===== src/upsize_config.svh =====
`ifndef UPSIZE_CONFIG_SVH
`define UPSIZE_CONFIG_SVH

// ----------------------------------------
// Bus geometry
// ----------------------------------------

// Byte address width on both sides
`define UPS_ADDR_WIDTH 32

// Shared by both sides, so IDs pass through unchanged
`define UPS_ID_WIDTH 4

// The wide side must be strictly wider than the narrow side
`define UPS_NARROW_DW 32
`define UPS_WIDE_DW 64

// Cache attribute bit that allows a burst to be re-encoded
`define UPS_CACHE_MODIFIABLE 1

`endif


===== src/upsize_pkg.sv =====
`include "upsize_config.svh"

package upsize_pkg;

  // ----------------------------------------
  // Scalar types
  // ----------------------------------------

  typedef logic [`UPS_ADDR_WIDTH-1:0] addr_t;
  typedef logic [`UPS_ID_WIDTH-1:0]   id_t;
  typedef logic [7:0]                 len_t;
  typedef logic [2:0]                 size_t;
  typedef logic [1:0]                 resp_t;
  typedef logic [3:0]                 cache_t;

  typedef enum logic [1:0] {
    BURST_FIXED = 2'b00,
    BURST_INCR  = 2'b01,
    BURST_WRAP  = 2'b10
  } burst_t;

  typedef logic [`UPS_NARROW_DW-1:0]   narrow_data_t;
  typedef logic [`UPS_NARROW_DW/8-1:0] narrow_strb_t;
  typedef logic [`UPS_WIDE_DW-1:0]     wide_data_t;
  typedef logic [`UPS_WIDE_DW/8-1:0]   wide_strb_t;

  // ----------------------------------------
  // Channel payloads
  // ----------------------------------------

  // Shared by AR and AW
  typedef struct packed {
    id_t    id;
    addr_t  addr;
    len_t   len;
    size_t  size;
    burst_t burst;
    cache_t cache;
  } ax_req_t;

  typedef struct packed {
    narrow_data_t data;
    narrow_strb_t strb;
    logic         last;
  } narrow_w_t;

  typedef struct packed {
    wide_data_t data;
    wide_strb_t strb;
    logic       last;
  } wide_w_t;

  typedef struct packed {
    id_t          id;
    narrow_data_t data;
    resp_t        resp;
    logic         last;
  } narrow_r_t;

  typedef struct packed {
    id_t        id;
    wide_data_t data;
    resp_t      resp;
    logic       last;
  } wide_r_t;

  typedef struct packed {
    id_t   id;
    resp_t resp;
  } b_rsp_t;

  // Per-path burst handling mode
  typedef enum logic [1:0] {
    IDLE,
    PASSTHROUGH,
    INCR_UPSIZE
  } upsize_mode_e;

endpackage


===== src/upsize_burst_calc.sv =====
`include "upsize_config.svh"

module upsize_burst_calc
  import upsize_pkg::*;
(
  input  ax_req_t      req,
  output upsize_mode_e mode,
  output len_t         out_len,
  output size_t        out_size
);

  localparam int unsigned WIDE_BYTES = `UPS_WIDE_DW / 8;
  localparam int unsigned WIDE_OFF_W = $clog2(WIDE_BYTES);

  addr_t size_mask;
  addr_t last_beat_addr;
  addr_t first_word;
  addr_t last_word;
  logic  upsize_ok;

  // Address of the final narrow beat, aligned to the beat size
  assign size_mask      = (addr_t'(1) << req.size) - addr_t'(1);
  assign last_beat_addr = (req.addr & ~size_mask) + (addr_t'(req.len) << req.size);

  // Wide word indices of the first and last beat
  assign first_word = req.addr >> WIDE_OFF_W;
  assign last_word  = last_beat_addr >> WIDE_OFF_W;

  assign upsize_ok = (req.burst == BURST_INCR) && req.cache[`UPS_CACHE_MODIFIABLE];

  always_comb begin
    if (upsize_ok) begin
      // One wide beat per word touched by the burst
      mode     = INCR_UPSIZE;
      out_len  = len_t'(last_word - first_word);
      out_size = size_t'(WIDE_OFF_W);
    end else begin
      mode     = PASSTHROUGH;
      out_len  = req.len;
      out_size = req.size;
    end
  end

endmodule


===== src/upsize_read.sv =====
`include "upsize_config.svh"

module upsize_read
  import upsize_pkg::*;
(
  input  logic      clk_i,
  input  logic      rst_ni,
  input  ax_req_t   slv_ar,
  input  logic      slv_ar_valid,
  output logic      slv_ar_ready,
  output narrow_r_t slv_r,
  output logic      slv_r_valid,
  input  logic      slv_r_ready,
  output ax_req_t   mst_ar,
  output logic      mst_ar_valid,
  input  logic      mst_ar_ready,
  input  wide_r_t   mst_r,
  input  logic      mst_r_valid,
  output logic      mst_r_ready
);

  localparam int unsigned NARROW_BYTES = `UPS_NARROW_DW / 8;
  localparam int unsigned NARROW_OFF_W = $clog2(NARROW_BYTES);
  localparam int unsigned WIDE_OFF_W   = $clog2(`UPS_WIDE_DW / 8);

  upsize_mode_e mode_q, mode_d, calc_mode;
  len_t         calc_len;
  size_t        calc_size;

  ax_req_t ar_q, ar_d;
  logic    ar_valid_q, ar_valid_d;
  addr_t   addr_q, addr_d;
  size_t   size_q, size_d;
  len_t    len_q, len_d;
  wide_r_t word_q, word_d;
  logic    full_q, full_d;

  addr_t                        size_mask;
  addr_t                        addr_next;
  logic                         word_cross;
  logic                         beat_fire;
  logic [NARROW_OFF_W-1:0]      lane_off;
  int unsigned                  lane_base;
  int unsigned                  beat_bytes;

  upsize_burst_calc i_calc (
    .req      (slv_ar),
    .mode     (calc_mode),
    .out_len  (calc_len),
    .out_size (calc_size)
  );

  // ----------------------------------------
  // Narrow beat address
  // ----------------------------------------

  assign size_mask  = (addr_t'(1) << size_q) - addr_t'(1);
  assign addr_next  = (addr_q & ~size_mask) + (addr_t'(1) << size_q);
  assign word_cross = addr_next[`UPS_ADDR_WIDTH-1:WIDE_OFF_W] !=
                      addr_q[`UPS_ADDR_WIDTH-1:WIDE_OFF_W];

  assign lane_off   = addr_q[NARROW_OFF_W-1:0];
  assign lane_base  = NARROW_BYTES * addr_q[WIDE_OFF_W-1:NARROW_OFF_W];
  assign beat_bytes = 1 << size_q;

  // ----------------------------------------
  // Outputs
  // ----------------------------------------

  assign slv_ar_ready = (mode_q == IDLE);
  assign mst_ar       = ar_q;
  assign mst_ar_valid = ar_valid_q;
  assign mst_r_ready  = (mode_q != IDLE) && !ar_valid_q && !full_q;
  assign slv_r_valid  = full_q;
  assign beat_fire    = full_q && slv_r_ready;

  // Serialize the active bytes of the held word into the narrow lanes
  always_comb begin
    slv_r      = '0;
    slv_r.id   = word_q.id;
    slv_r.resp = word_q.resp;
    slv_r.last = word_q.last && (len_q == '0);
    for (int unsigned n = 0; n < NARROW_BYTES; n++) begin
      if ((n >= lane_off) && ((n - lane_off) < beat_bytes)) begin
        slv_r.data[8*n +: 8] = word_q.data[8*(lane_base + n) +: 8];
      end
    end
  end

  // ----------------------------------------
  // Next state
  // ----------------------------------------

  always_comb begin
    mode_d     = mode_q;
    ar_d       = ar_q;
    ar_valid_d = ar_valid_q;
    addr_d     = addr_q;
    size_d     = size_q;
    len_d      = len_q;
    word_d     = word_q;
    full_d     = full_q;

    if (mst_ar_valid && mst_ar_ready) begin
      ar_valid_d = 1'b0;
    end

    if (mst_r_valid && mst_r_ready) begin
      word_d = mst_r;
      full_d = 1'b1;
    end

    if (beat_fire) begin
      len_d  = len_q - 1'b1;
      addr_d = addr_next;
      // Upsized words hold several narrow beats
      if ((mode_q == PASSTHROUGH) || word_cross || (len_q == '0)) begin
        full_d = 1'b0;
      end
      if (len_q == '0) begin
        mode_d = IDLE;
      end
    end

    if (slv_ar_valid && slv_ar_ready) begin
      mode_d     = calc_mode;
      ar_d       = slv_ar;
      ar_d.len   = calc_len;
      ar_d.size  = calc_size;
      ar_valid_d = 1'b1;
      addr_d     = slv_ar.addr;
      size_d     = slv_ar.size;
      len_d      = slv_ar.len;
    end
  end

  always_ff @(posedge clk_i or negedge rst_ni) begin
    if (!rst_ni) begin
      mode_q     <= IDLE;
      ar_valid_q <= 1'b0;
      full_q     <= 1'b0;
      len_q      <= '0;
    end else begin
      mode_q     <= mode_d;
      ar_valid_q <= ar_valid_d;
      full_q     <= full_d;
      len_q      <= len_d;
    end
  end

  always_ff @(posedge clk_i) begin
    ar_q   <= ar_d;
    addr_q <= addr_d;
    size_q <= size_d;
    word_q <= word_d;
  end

endmodule


===== src/upsize_write.sv =====
`include "upsize_config.svh"

module upsize_write
  import upsize_pkg::*;
(
  input  logic      clk_i,
  input  logic      rst_ni,
  input  ax_req_t   slv_aw,
  input  logic      slv_aw_valid,
  output logic      slv_aw_ready,
  input  narrow_w_t slv_w,
  input  logic      slv_w_valid,
  output logic      slv_w_ready,
  output ax_req_t   mst_aw,
  output logic      mst_aw_valid,
  input  logic      mst_aw_ready,
  output wide_w_t   mst_w,
  output logic      mst_w_valid,
  input  logic      mst_w_ready
);

  localparam int unsigned NARROW_BYTES = `UPS_NARROW_DW / 8;
  localparam int unsigned NARROW_OFF_W = $clog2(NARROW_BYTES);
  localparam int unsigned WIDE_OFF_W   = $clog2(`UPS_WIDE_DW / 8);

  upsize_mode_e mode_q, mode_d, calc_mode;
  len_t         calc_len;
  size_t        calc_size;

  ax_req_t aw_q, aw_d;
  logic    aw_valid_q, aw_valid_d;
  addr_t   addr_q, addr_d;
  size_t   size_q, size_d;
  len_t    len_q, len_d;
  wide_w_t w_q, w_d;
  logic    w_valid_q, w_valid_d;

  addr_t                   size_mask;
  addr_t                   addr_next;
  logic                    word_cross;
  logic                    w_fire;
  logic                    final_pending;
  logic [NARROW_OFF_W-1:0] lane_off;
  int unsigned             lane_base;
  int unsigned             beat_bytes;

  upsize_burst_calc i_calc (
    .req      (slv_aw),
    .mode     (calc_mode),
    .out_len  (calc_len),
    .out_size (calc_size)
  );

  // ----------------------------------------
  // Narrow beat address
  // ----------------------------------------

  assign size_mask  = (addr_t'(1) << size_q) - addr_t'(1);
  assign addr_next  = (addr_q & ~size_mask) + (addr_t'(1) << size_q);
  assign word_cross = addr_next[`UPS_ADDR_WIDTH-1:WIDE_OFF_W] !=
                      addr_q[`UPS_ADDR_WIDTH-1:WIDE_OFF_W];

  assign lane_off   = addr_q[NARROW_OFF_W-1:0];
  assign lane_base  = NARROW_BYTES * addr_q[WIDE_OFF_W-1:NARROW_OFF_W];
  assign beat_bytes = 1 << size_q;

  // ----------------------------------------
  // Outputs
  // ----------------------------------------

  assign slv_aw_ready = (mode_q == IDLE);
  assign mst_aw       = aw_q;
  assign mst_aw_valid = aw_valid_q;
  assign mst_w        = w_q;
  assign mst_w_valid  = w_valid_q;
  assign w_fire       = w_valid_q && mst_w_ready;

  // No more narrow beats once the final word is waiting
  assign final_pending = w_valid_q && w_q.last;

  // Data only after AW went out, and only if the word register frees up
  assign slv_w_ready = (mode_q != IDLE) && !aw_valid_q && !final_pending &&
                       (!w_valid_q || mst_w_ready);

  // ----------------------------------------
  // Next state
  // ----------------------------------------

  always_comb begin
    mode_d     = mode_q;
    aw_d       = aw_q;
    aw_valid_d = aw_valid_q;
    addr_d     = addr_q;
    size_d     = size_q;
    len_d      = len_q;
    w_d        = w_q;
    w_valid_d  = w_valid_q;

    if (mst_aw_valid && mst_aw_ready) begin
      aw_valid_d = 1'b0;
    end

    // Sent word frees the register for the next merge
    if (w_fire) begin
      w_d       = '0;
      w_valid_d = 1'b0;
      if (w_q.last) begin
        mode_d = IDLE;
      end
    end

    if (slv_w_valid && slv_w_ready) begin
      // Steer the active narrow bytes into their wide lanes
      for (int unsigned n = 0; n < NARROW_BYTES; n++) begin
        if ((n >= lane_off) && ((n - lane_off) < beat_bytes)) begin
          w_d.data[8*(lane_base + n) +: 8] = slv_w.data[8*n +: 8];
          w_d.strb[lane_base + n]          = slv_w.strb[n];
        end
      end
      w_d.last = (len_q == '0);
      len_d    = len_q - 1'b1;
      addr_d   = addr_next;
      if ((mode_q == PASSTHROUGH) || word_cross || (len_q == '0)) begin
        w_valid_d = 1'b1;
      end
    end

    if (slv_aw_valid && slv_aw_ready) begin
      mode_d     = calc_mode;
      aw_d       = slv_aw;
      aw_d.len   = calc_len;
      aw_d.size  = calc_size;
      aw_valid_d = 1'b1;
      addr_d     = slv_aw.addr;
      size_d     = slv_aw.size;
      len_d      = slv_aw.len;
      w_d        = '0;
      w_valid_d  = 1'b0;
    end
  end

  always_ff @(posedge clk_i or negedge rst_ni) begin
    if (!rst_ni) begin
      mode_q     <= IDLE;
      aw_valid_q <= 1'b0;
      w_valid_q  <= 1'b0;
      len_q      <= '0;
    end else begin
      mode_q     <= mode_d;
      aw_valid_q <= aw_valid_d;
      w_valid_q  <= w_valid_d;
      len_q      <= len_d;
    end
  end

  always_ff @(posedge clk_i) begin
    aw_q   <= aw_d;
    addr_q <= addr_d;
    size_q <= size_d;
    w_q    <= w_d;
  end

endmodule


===== src/axi_upsize_top.sv =====
module axi_upsize_top
  import upsize_pkg::*;
(
  input  logic      clk_i,
  input  logic      rst_ni,

  // Narrow slave side
  input  ax_req_t   slv_ar,
  input  logic      slv_ar_valid,
  output logic      slv_ar_ready,
  output narrow_r_t slv_r,
  output logic      slv_r_valid,
  input  logic      slv_r_ready,
  input  ax_req_t   slv_aw,
  input  logic      slv_aw_valid,
  output logic      slv_aw_ready,
  input  narrow_w_t slv_w,
  input  logic      slv_w_valid,
  output logic      slv_w_ready,
  output b_rsp_t    slv_b,
  output logic      slv_b_valid,
  input  logic      slv_b_ready,

  // Wide master side
  output ax_req_t   mst_ar,
  output logic      mst_ar_valid,
  input  logic      mst_ar_ready,
  input  wide_r_t   mst_r,
  input  logic      mst_r_valid,
  output logic      mst_r_ready,
  output ax_req_t   mst_aw,
  output logic      mst_aw_valid,
  input  logic      mst_aw_ready,
  output wide_w_t   mst_w,
  output logic      mst_w_valid,
  input  logic      mst_w_ready,
  input  b_rsp_t    mst_b,
  input  logic      mst_b_valid,
  output logic      mst_b_ready
);

  upsize_read i_read (
    .clk_i        (clk_i),
    .rst_ni       (rst_ni),
    .slv_ar       (slv_ar),
    .slv_ar_valid (slv_ar_valid),
    .slv_ar_ready (slv_ar_ready),
    .slv_r        (slv_r),
    .slv_r_valid  (slv_r_valid),
    .slv_r_ready  (slv_r_ready),
    .mst_ar       (mst_ar),
    .mst_ar_valid (mst_ar_valid),
    .mst_ar_ready (mst_ar_ready),
    .mst_r        (mst_r),
    .mst_r_valid  (mst_r_valid),
    .mst_r_ready  (mst_r_ready)
  );

  upsize_write i_write (
    .clk_i        (clk_i),
    .rst_ni       (rst_ni),
    .slv_aw       (slv_aw),
    .slv_aw_valid (slv_aw_valid),
    .slv_aw_ready (slv_aw_ready),
    .slv_w        (slv_w),
    .slv_w_valid  (slv_w_valid),
    .slv_w_ready  (slv_w_ready),
    .mst_aw       (mst_aw),
    .mst_aw_valid (mst_aw_valid),
    .mst_aw_ready (mst_aw_ready),
    .mst_w        (mst_w),
    .mst_w_valid  (mst_w_valid),
    .mst_w_ready  (mst_w_ready)
  );

  // B needs no width change, so it passes straight through
  assign slv_b       = mst_b;
  assign slv_b_valid = mst_b_valid;
  assign mst_b_ready = slv_b_ready;

endmodule


===== config.mk =====
export PLATFORM = sky130hd
export DESIGN_NAME = axi_upsize_top
export DESIGN_NICKNAME = d
export VERILOG_FILES = /design/src/upsize_pkg.sv /design/src/upsize_burst_calc.sv /design/src/upsize_read.sv /design/src/upsize_write.sv /design/src/axi_upsize_top.sv
export VERILOG_INCLUDE_DIRS = /design/src
export SDC_FILE = /design/constraint.sdc
export NUM_CORES = 1
export LEC_CHECK = 0
export BUFFER_PORTS_ARGS = -buffer_cell sky130_fd_sc_hd__buf_4
export CORE_ASPECT_RATIO = 1.1
export CORE_MARGIN = 10
export CORE_UTILIZATION = 35
export DETAILED_ROUTE_END_ITERATION = 8
export MAX_ROUTING_LAYER = met4
export PLACE_DENSITY = 0.68
export SLEW_MARGIN = 20
export SYNTH_ARGS = -nofsm -noshare
export SYNTH_HDL_FRONTEND = slang
export SYNTH_SLANG_ARGS = --single-unit

===== constraint.sdc =====
create_clock -name clk_i -period 8.7 [get_ports clk_i]
set_clock_uncertainty 0.15 [all_clocks]
set_input_delay 0.87 -clock clk_i [delete_from_list [all_inputs] [get_ports clk_i]]
set_output_delay 0.87 -clock clk_i [all_outputs]
set_load 0.01 [all_outputs]

**After elaboration in Yosys (flattened, before gate mapping)**

Index checks and enable logic that the tools add are counted.

- Word-level logic and storage cells: 226
- Output and inout port bits: 234
- Bits in registers: 344

- Add/subtract/negate cells: 30
- Reduce and logical (&&, ||, !) cells: 53
- Shift operators: 18
- Mux-type cells: 58
- Bitwise logic cells: 8
- Eq/ne operators: 6
- Magnitude comparators: 22

Operators by type and width:

| cell | number |
|---|---|
| two-way mux 72 bit | 7 |
| bitwise mux 64 bit | 4 |
| less-than comparator 32 bit | 8 |
| variable shift 8 x 34 -> 64 bit (first input constant) | 4 |
| variable part select 8 x 34 -> 64 bit | 4 |
| variable part select 64 x 33 -> 8 bit | 3 |
| two-way mux 73 bit | 2 |
| two-way mux 32 bit | 4 |
| negation 32 -> 34 bit | 3 |
| greater-or-equal comparator 32 x 1 -> 1 bit (second input constant) | 3 |
| less-than comparator 32 x 4 -> 1 bit (second input constant) | 3 |
| two-way mux 8 bit | 10 |
| adder 32 bit | 2 |
| AND 32 bit | 2 |
| NOT 32 bit | 2 |
| variable part select 64 x 7 -> 8 bit | 1 |
| left shift 1 x 3 -> 32 bit (first input constant) | 2 |
| subtractor 32 x 1 -> 32 bit (second input constant) | 2 |
| inequality test 29 bit | 2 |
| negation 6 -> 34 bit | 1 |
| bitwise mux 8 bit | 4 |
| logical AND 1 bit | 27 |
| adder 11 bit | 2 |
| AND 11 bit | 2 |
| 25 further kinds | 91 |

**Longest topological paths before layout**

- Depth after elaboration: 16
- Mapped depth: 24
- Mapped depth without buffers: 21

**Modules after synthesis**

A second synthesis with hierarchy kept.

- Cells, all modules: 1932
- Area, all modules: 19393.6 um^2

By module, submodules not included:

| module | times used | area an instance (um^2) | cells an instance |
|---|---|---|---|
| upsize_read | 1 | 8498.2 | 705 |
| upsize_write | 1 | 8418.1 | 863 |
| upsize_burst_calc | 2 | 1208.7 | 178 |
| axi_upsize_top | 1 | 60.1 | 8 |

**Worst setup path after synthesis**

No wires, ideal clock.

- Kind: input-to-reg
- Start: input slv_ar[6] (netlist name)
- End: register i_read.ar_q, in the netlist i_read.mst_ar[16] (data pin)
- Library setup time: 0.268 ns
- Setup slack: 3.860 ns
- Cell stages on the path: 21
- Arrival: 4.422 ns
- Buffers on the path: 3
- Cell sequence: clkbuf_1 > clkbuf_1 > nand2_1 > ha_1 > clkbuf_1 > nand2b_1 > nor2_1 > a21oi_1 > o221a_2 > ha_1 > and3_1 > a21oi_1 > o21ai_0 > o21ai_0 > nand2b_1 > xor2_1 > ha_1 > o41ai_1 > xnor2_1 > xnor2_1 > o21ai_0

- Cells in the longest elaborated chain, start to end: 7
- Elaborated cells between the ends (all ways): 8
- Classes of those cells: add/sub (3); shift (2); mux (1); bitwise (2)

RTL lines:

| item | RTL line | source |
|---|---|---|
| start, declared | axi_upsize_top.sv:8 | `input ax_req_t slv_ar,` |
| left shift 1 x 3 -> 11 bit | upsize_burst_calc.sv:22 | `assign size_mask = (addr_t'(1) << req.size) - addr_t'(1);` |
| subtractor 11 x 1 -> 11 bit | upsize_burst_calc.sv:22 |  |
| NOT 11 bit | upsize_burst_calc.sv:23 | `assign last_beat_addr = (req.addr & ~size_mask) + (addr_t'(req.len) << req.size);` |
| AND 11 bit | upsize_burst_calc.sv:23 |  |
| adder 11 bit * | upsize_burst_calc.sv:23 |  |
| subtractor 8 bit * | upsize_burst_calc.sv:35 | `out_len = len_t'(last_word - first_word);` |
| two-way mux 8 bit * | upsize_burst_calc.sv:32 | `if (upsize_ok) begin` |
| net i_read.calc_len[7] | upsize_read.sv:27 | `len_t calc_len;` |
| end signal, assigned | upsize_read.sv:152 | `ar_q <= ar_d;` |
| end, declared | upsize_read.sv:30 | `ax_req_t ar_q, ar_d;` |

The timed path passes the listed nets; every way through them passes the cells marked *.
A chain may end at the register's enable or synchronous reset.

==> metrics.md <==
| Metric | Value |
|---|---|
| Result of the run | `complete, no violations` |
| Final core utilization | `45.5%` |
| Vias after detailed routing | `14400` |
| Vias per cell | `5.12` |
| Dominant synthesized flop cell | `sky130_fd_sc_hd__edfxtp_1` |
| FF-to-FF path depth | `11` |
| Worst min path class | `in2async` |
| DRC violation count after routing | `0` |
| Buf/Inv on CP | `1` |
| Share of synthesized area spent on multiplexers | `4.72%` |
| Iter 0 DRT Violations | `965` |
| Biggest cell delay along the critical path | `0.89 ns` |
| Number of standard cells in the final layout excluding fillers | `2809` |
| Data arrival time of the critical path | `3.66 ns` |
| Clock tree from TritonCTS | `built` |
| Pin count of the biggest net entering global routing | `91` |
| Worst Tran Pin Value | `1.11 ns` |
| Starting Density | `35.3%` |
| Clock transition at the registers of the reported paths | `0.07 ns` |
| Share of the cycle needed by the critical path after routing | `53.7%` |
| Die area | `0.0600 mm2` |
| Final nets | `2424` |
| Power per cell area | `278 mW/mm2` |
| Final critical delay including setup and external delays | `4.68 ns` |
| Sinks on the clock net | `344` |
| Placed cell count | `2738` |
| Number of cells on the critical path | `7` |
| Post-Synthesis Cells | `1714` |
| Total routing usage reported by global routing | `17.6%` |
| Synthesized cell area | `0.0177 mm2` |
| Peak ir drop on the vdd network | `0.221 mV` |
| Top fanout value on the critical path | `20` |
| Filler instances | `4714` |
| Final weighted congestion of routability-driven global placement | `0.945` |
| Register area share after synthesis | `53.5%` |
| Area share of fa/ha/maj cells after synthesis | `5.17%` |
| Nets in the synthesized netlist | `2018` |
| Pleak | `0.00933 uW` |
| Proportion of layout cells with a drive suffix above 1 | `26.2%` |
| Cell repeated most along the worst path | `sky130_fd_sc_hd__o21ai_0` |
| Type of origin of the critical path | `flip-flop` |
| Maximum achievable frequency | `214 MHz` |
| Cell variety after synth | `76` |
| Series of cell instances along the critical path | `nand2_1, or2_2, ha_1, nor4_1, o21ai_0, o21ai_0, buf_4` |
| Num CTS Buffers | `40` |
| CP Launch Point | `i_read.size_q[1]` |
| Number of core rows | `86` |
| Worst Setup End Kind | `output pin` |
| FFs w/ async S/R, synth | `6.98%` |
| H-tree depth reported by CTS | `2` |
| Number of endpoints with negative hold slack in the final report | `0` |
| I/O pins | `466` |
| Clk root buf | `sky130_fd_sc_hd__clkbuf_16` |
| Setup repair after global routing missed its margin | `no` |
| Mean Syn Cell Area | `10.3 um2` |
| Core outline area | `0.0501 mm2` |
| Antenna violations before repair | `0` |
| Worst path required time | `7.68 ns` |
| Number of buffers added to fix hold violations after cts | `0` |
| Port Buf Inserts | `448` |
| Placed wire-length estimate | `40500 um` |
| Global-route wire length before repair | `82000 um` |
| Number of buffers on the longest clock path | `3` |
| Final antenna-violating net count | `0` |
| Slew headroom | `25.2%` |
| DR WL/cell | `19.2 um` |
| Number of warnings issued by yosys | `0` |
| Post-detailed-routing wire length | `53900 um` |
| Final setup fails | `0` |
| Fraction of the mapped netlist area in compound gates | `11.7%` |
| Type of the worst setup path | `reg2out` |
| Vias in the first global route | `14600` |
| Max Transition Viols Final | `0` |
| Final hold slack | `0.0941 ns` |
| Number of maximum-capacitance violations | `0` |
| Number of inserted diodes | `0` |
| Area fraction in and, or, nand and nor cells after synthesis | `15.8%` |
| Number of enable-type register cells in the synthesized netlist | `247` |
| Fraction of synthesized cell area in xor and xnor cells | `5.37%` |
| Setup TNS | `0 ns` |
| Cts repair resizes | `0` |
| Drt pass-1 iters | `5` |
| Number of synthesized register bits | `344` |
| Combinational family with the most area after synthesis | `simple AND/OR/NAND/NOR gates` |
| Insertion delay to the later sink of the worst-skew pair | `0.55 ns` |
| Slowest cell on the critical path | `sky130_fd_sc_hd__nor4_1` |
| Die span in y | `256 um` |
| Horiz. Die Dim | `235 um` |
| Critical R2R Launch | `i_write.size_q[1]` |
| Post CTS Setup Buffer Count | `0` |
| Cell family with the largest share of critical-path delay | `simple AND/OR/NAND/NOR gates` |
| Total overflow reported by the global router | `0` |
| Layout Area Growth over Synthesis | `28.6%` |
## worst paths after layout
check | to | slack [ns]
worst min register to register | i_write.mst_w[50] | 0.32
worst max register to register | i_write.addr_q[27] | 4.40
min in group clk_i | i_write.mst_w[50] | 0.32
worst max-delay path | slv_r[15] | 4.02
max in group asynchronous | i_read.mode_q[0] | 8.01
worst min-delay path | i_write.len_q[3] | 0.09
## worst reg2reg max path, stage by stage, from the launching register on
cell and delay, ns:
sky130_fd_sc_hd__edfxtp_1 0.82, sky130_fd_sc_hd__nand3_1 0.36, sky130_fd_sc_hd__ha_1 0.37, sky130_fd_sc_hd__and2_1 0.14, sky130_fd_sc_hd__ha_1 0.35, sky130_fd_sc_hd__inv_1 0.12
sky130_fd_sc_hd__nor4_1 0.44, sky130_fd_sc_hd__o211ai_1 0.20, sky130_fd_sc_hd__a21oi_1 0.57, sky130_fd_sc_hd__nand2_1 0.14, sky130_fd_sc_hd__xnor2_1 0.15, sky130_fd_sc_hd__mux2_2 0.26
## per-stage QoR
step	worst slack (ns)	area, um2	total power (uW)
2_1_floorplan	3.86	17700	3860
3_3_place_gp	3.77	21600	4710
3_5_place_dp	3.67	21600	4780
4_1_cts	4.02	22800	6400
5_1_grt	3.76	22800	6730
6_report	4.02	22800	6330
## power by group
group          switching (uW)  leakage, uW  total (uW)  internal [uW]
combinational            1200      0.00555        2130            934
clock                     678     0.000599        1590            912
sequential                307      0.00318        2610           2300
## synthesized netlist by cell type, types with 4 or more instances
master,number,area (um2)
sky130_fd_sc_hd__a211oi_1,5,37.5
sky130_fd_sc_hd__a21o_1,12,90.1
sky130_fd_sc_hd__a21oi_1,104,521
sky130_fd_sc_hd__a22oi_1,4,30.0
sky130_fd_sc_hd__a31oi_1,12,75.1
sky130_fd_sc_hd__and2_1,17,106
sky130_fd_sc_hd__and3_1,12,75.1
sky130_fd_sc_hd__buf_1,5,18.8
sky130_fd_sc_hd__buf_2,14,70.1
sky130_fd_sc_hd__buf_4,15,113
sky130_fd_sc_hd__clkbuf_1,60,225
sky130_fd_sc_hd__dfrtp_1,24,601
sky130_fd_sc_hd__dfxtp_1,73,1460
sky130_fd_sc_hd__edfxtp_1,247,7420
sky130_fd_sc_hd__ha_1,70,876
sky130_fd_sc_hd__inv_1,57,214
sky130_fd_sc_hd__mux2_2,20,225
sky130_fd_sc_hd__mux2i_1,61,611
sky130_fd_sc_hd__nand2_1,271,1020
sky130_fd_sc_hd__nand2b_1,17,106
sky130_fd_sc_hd__nand3_1,82,410
sky130_fd_sc_hd__nand3b_1,5,37.5
sky130_fd_sc_hd__nand4_1,12,75.1
sky130_fd_sc_hd__nor2_1,94,353
sky130_fd_sc_hd__nor2b_1,24,150
sky130_fd_sc_hd__nor3_1,30,150
sky130_fd_sc_hd__nor4_1,7,43.8
sky130_fd_sc_hd__nor4b_1,4,35.0
sky130_fd_sc_hd__o2111ai_1,5,43.8
sky130_fd_sc_hd__o211ai_1,11,82.6
sky130_fd_sc_hd__o21a_1,6,45.0
sky130_fd_sc_hd__o21ai_0,132,661
sky130_fd_sc_hd__o21ai_1,11,55.1
sky130_fd_sc_hd__o21bai_1,4,30.0
sky130_fd_sc_hd__o22ai_1,7,43.8
sky130_fd_sc_hd__o31ai_1,4,30.0
sky130_fd_sc_hd__or2_2,7,43.8
sky130_fd_sc_hd__or3_1,7,43.8
sky130_fd_sc_hd__xnor2_1,68,596
sky130_fd_sc_hd__xor2_1,38,333
## placed cells by master (no fill, tap or decap), types with 9 or more instances in the layout
master	synthesis	routed
sky130_fd_sc_hd__a21o_1	12	12
sky130_fd_sc_hd__a21oi_1	104	104
sky130_fd_sc_hd__a31oi_1	12	12
sky130_fd_sc_hd__and2_1	17	16
sky130_fd_sc_hd__and3_1	12	12
sky130_fd_sc_hd__buf_4	15	460
sky130_fd_sc_hd__clkbuf_1	60	9
sky130_fd_sc_hd__clkbuf_16	0	42
sky130_fd_sc_hd__dfrtp_1	24	24
sky130_fd_sc_hd__dfxtp_1	73	73
sky130_fd_sc_hd__edfxtp_1	247	247
sky130_fd_sc_hd__ha_1	70	70
sky130_fd_sc_hd__inv_1	57	57
sky130_fd_sc_hd__mux2_2	20	20
sky130_fd_sc_hd__mux2i_1	61	61
sky130_fd_sc_hd__nand2_1	271	270
sky130_fd_sc_hd__nand2b_1	17	17
sky130_fd_sc_hd__nand3_1	82	82
sky130_fd_sc_hd__nand4_1	12	12
sky130_fd_sc_hd__nor2_1	94	94
sky130_fd_sc_hd__nor2b_1	24	24
sky130_fd_sc_hd__nor3_1	30	30
sky130_fd_sc_hd__o211ai_1	11	11
sky130_fd_sc_hd__o21ai_0	132	132
sky130_fd_sc_hd__o21ai_1	11	11
sky130_fd_sc_hd__xnor2_1	68	68
sky130_fd_sc_hd__xor2_1	38	38
## logic make-up after synthesis
| family | count (synthesis) |
|---|---|
| XOR/XNOR | 107 |
| AND/OR/NAND/NOR | 604 |
| flip-flops | 344 |
| adder cells (fa/ha/maj) | 72 |
| AO/OA/AOI/OAI | 349 |
| buffers and inverters | 157 |
| multiplexers | 81 |
## sequential cells by signal (all words and copies together), names as in the netlist, 3 cells and up
signal          cells
i_read.addr_q      32
i_read.len_q        8
i_read.mst_ar      53
i_read.size_q       3
i_read.slv_r        6
i_read.word_q      65
i_write.addr_q     32
i_write.len_q       8
i_write.mst_aw     53
i_write.mst_w      73
i_write.size_q      3
## final cells by class
| class | count | area, um2 | share of cell area, % |
|---|---|---|---|
| sequential | 344 | 9480 | 41.6 |
| multi-input combinational | 1213 | 7570 | 33.2 |
| timing repair buffer | 460 | 3450 | 15.1 |
| clock buffer | 54 | 1130 | 4.94 |
| tap | 660 | 826 | 3.62 |
| inverter | 61 | 236 | 1.04 |
| clock inverter | 17 | 104 | 0.456 |
## layer usage
| metal | share of wire (%) | GRT usage (%) | vias to the layer above |
|---|---|---|---|
| met4 | 2.4 | 4.97 | 0 |
| met5 | 0 | - | - |
| met2 | 51 | 30.3 | 493 |
| met1 | 38 | 19.5 | 6883 |
| met3 | 8.7 | 5.10 | 84 |
| li1 | - | - | 6926 |
(Power assumes the default switching activity.)
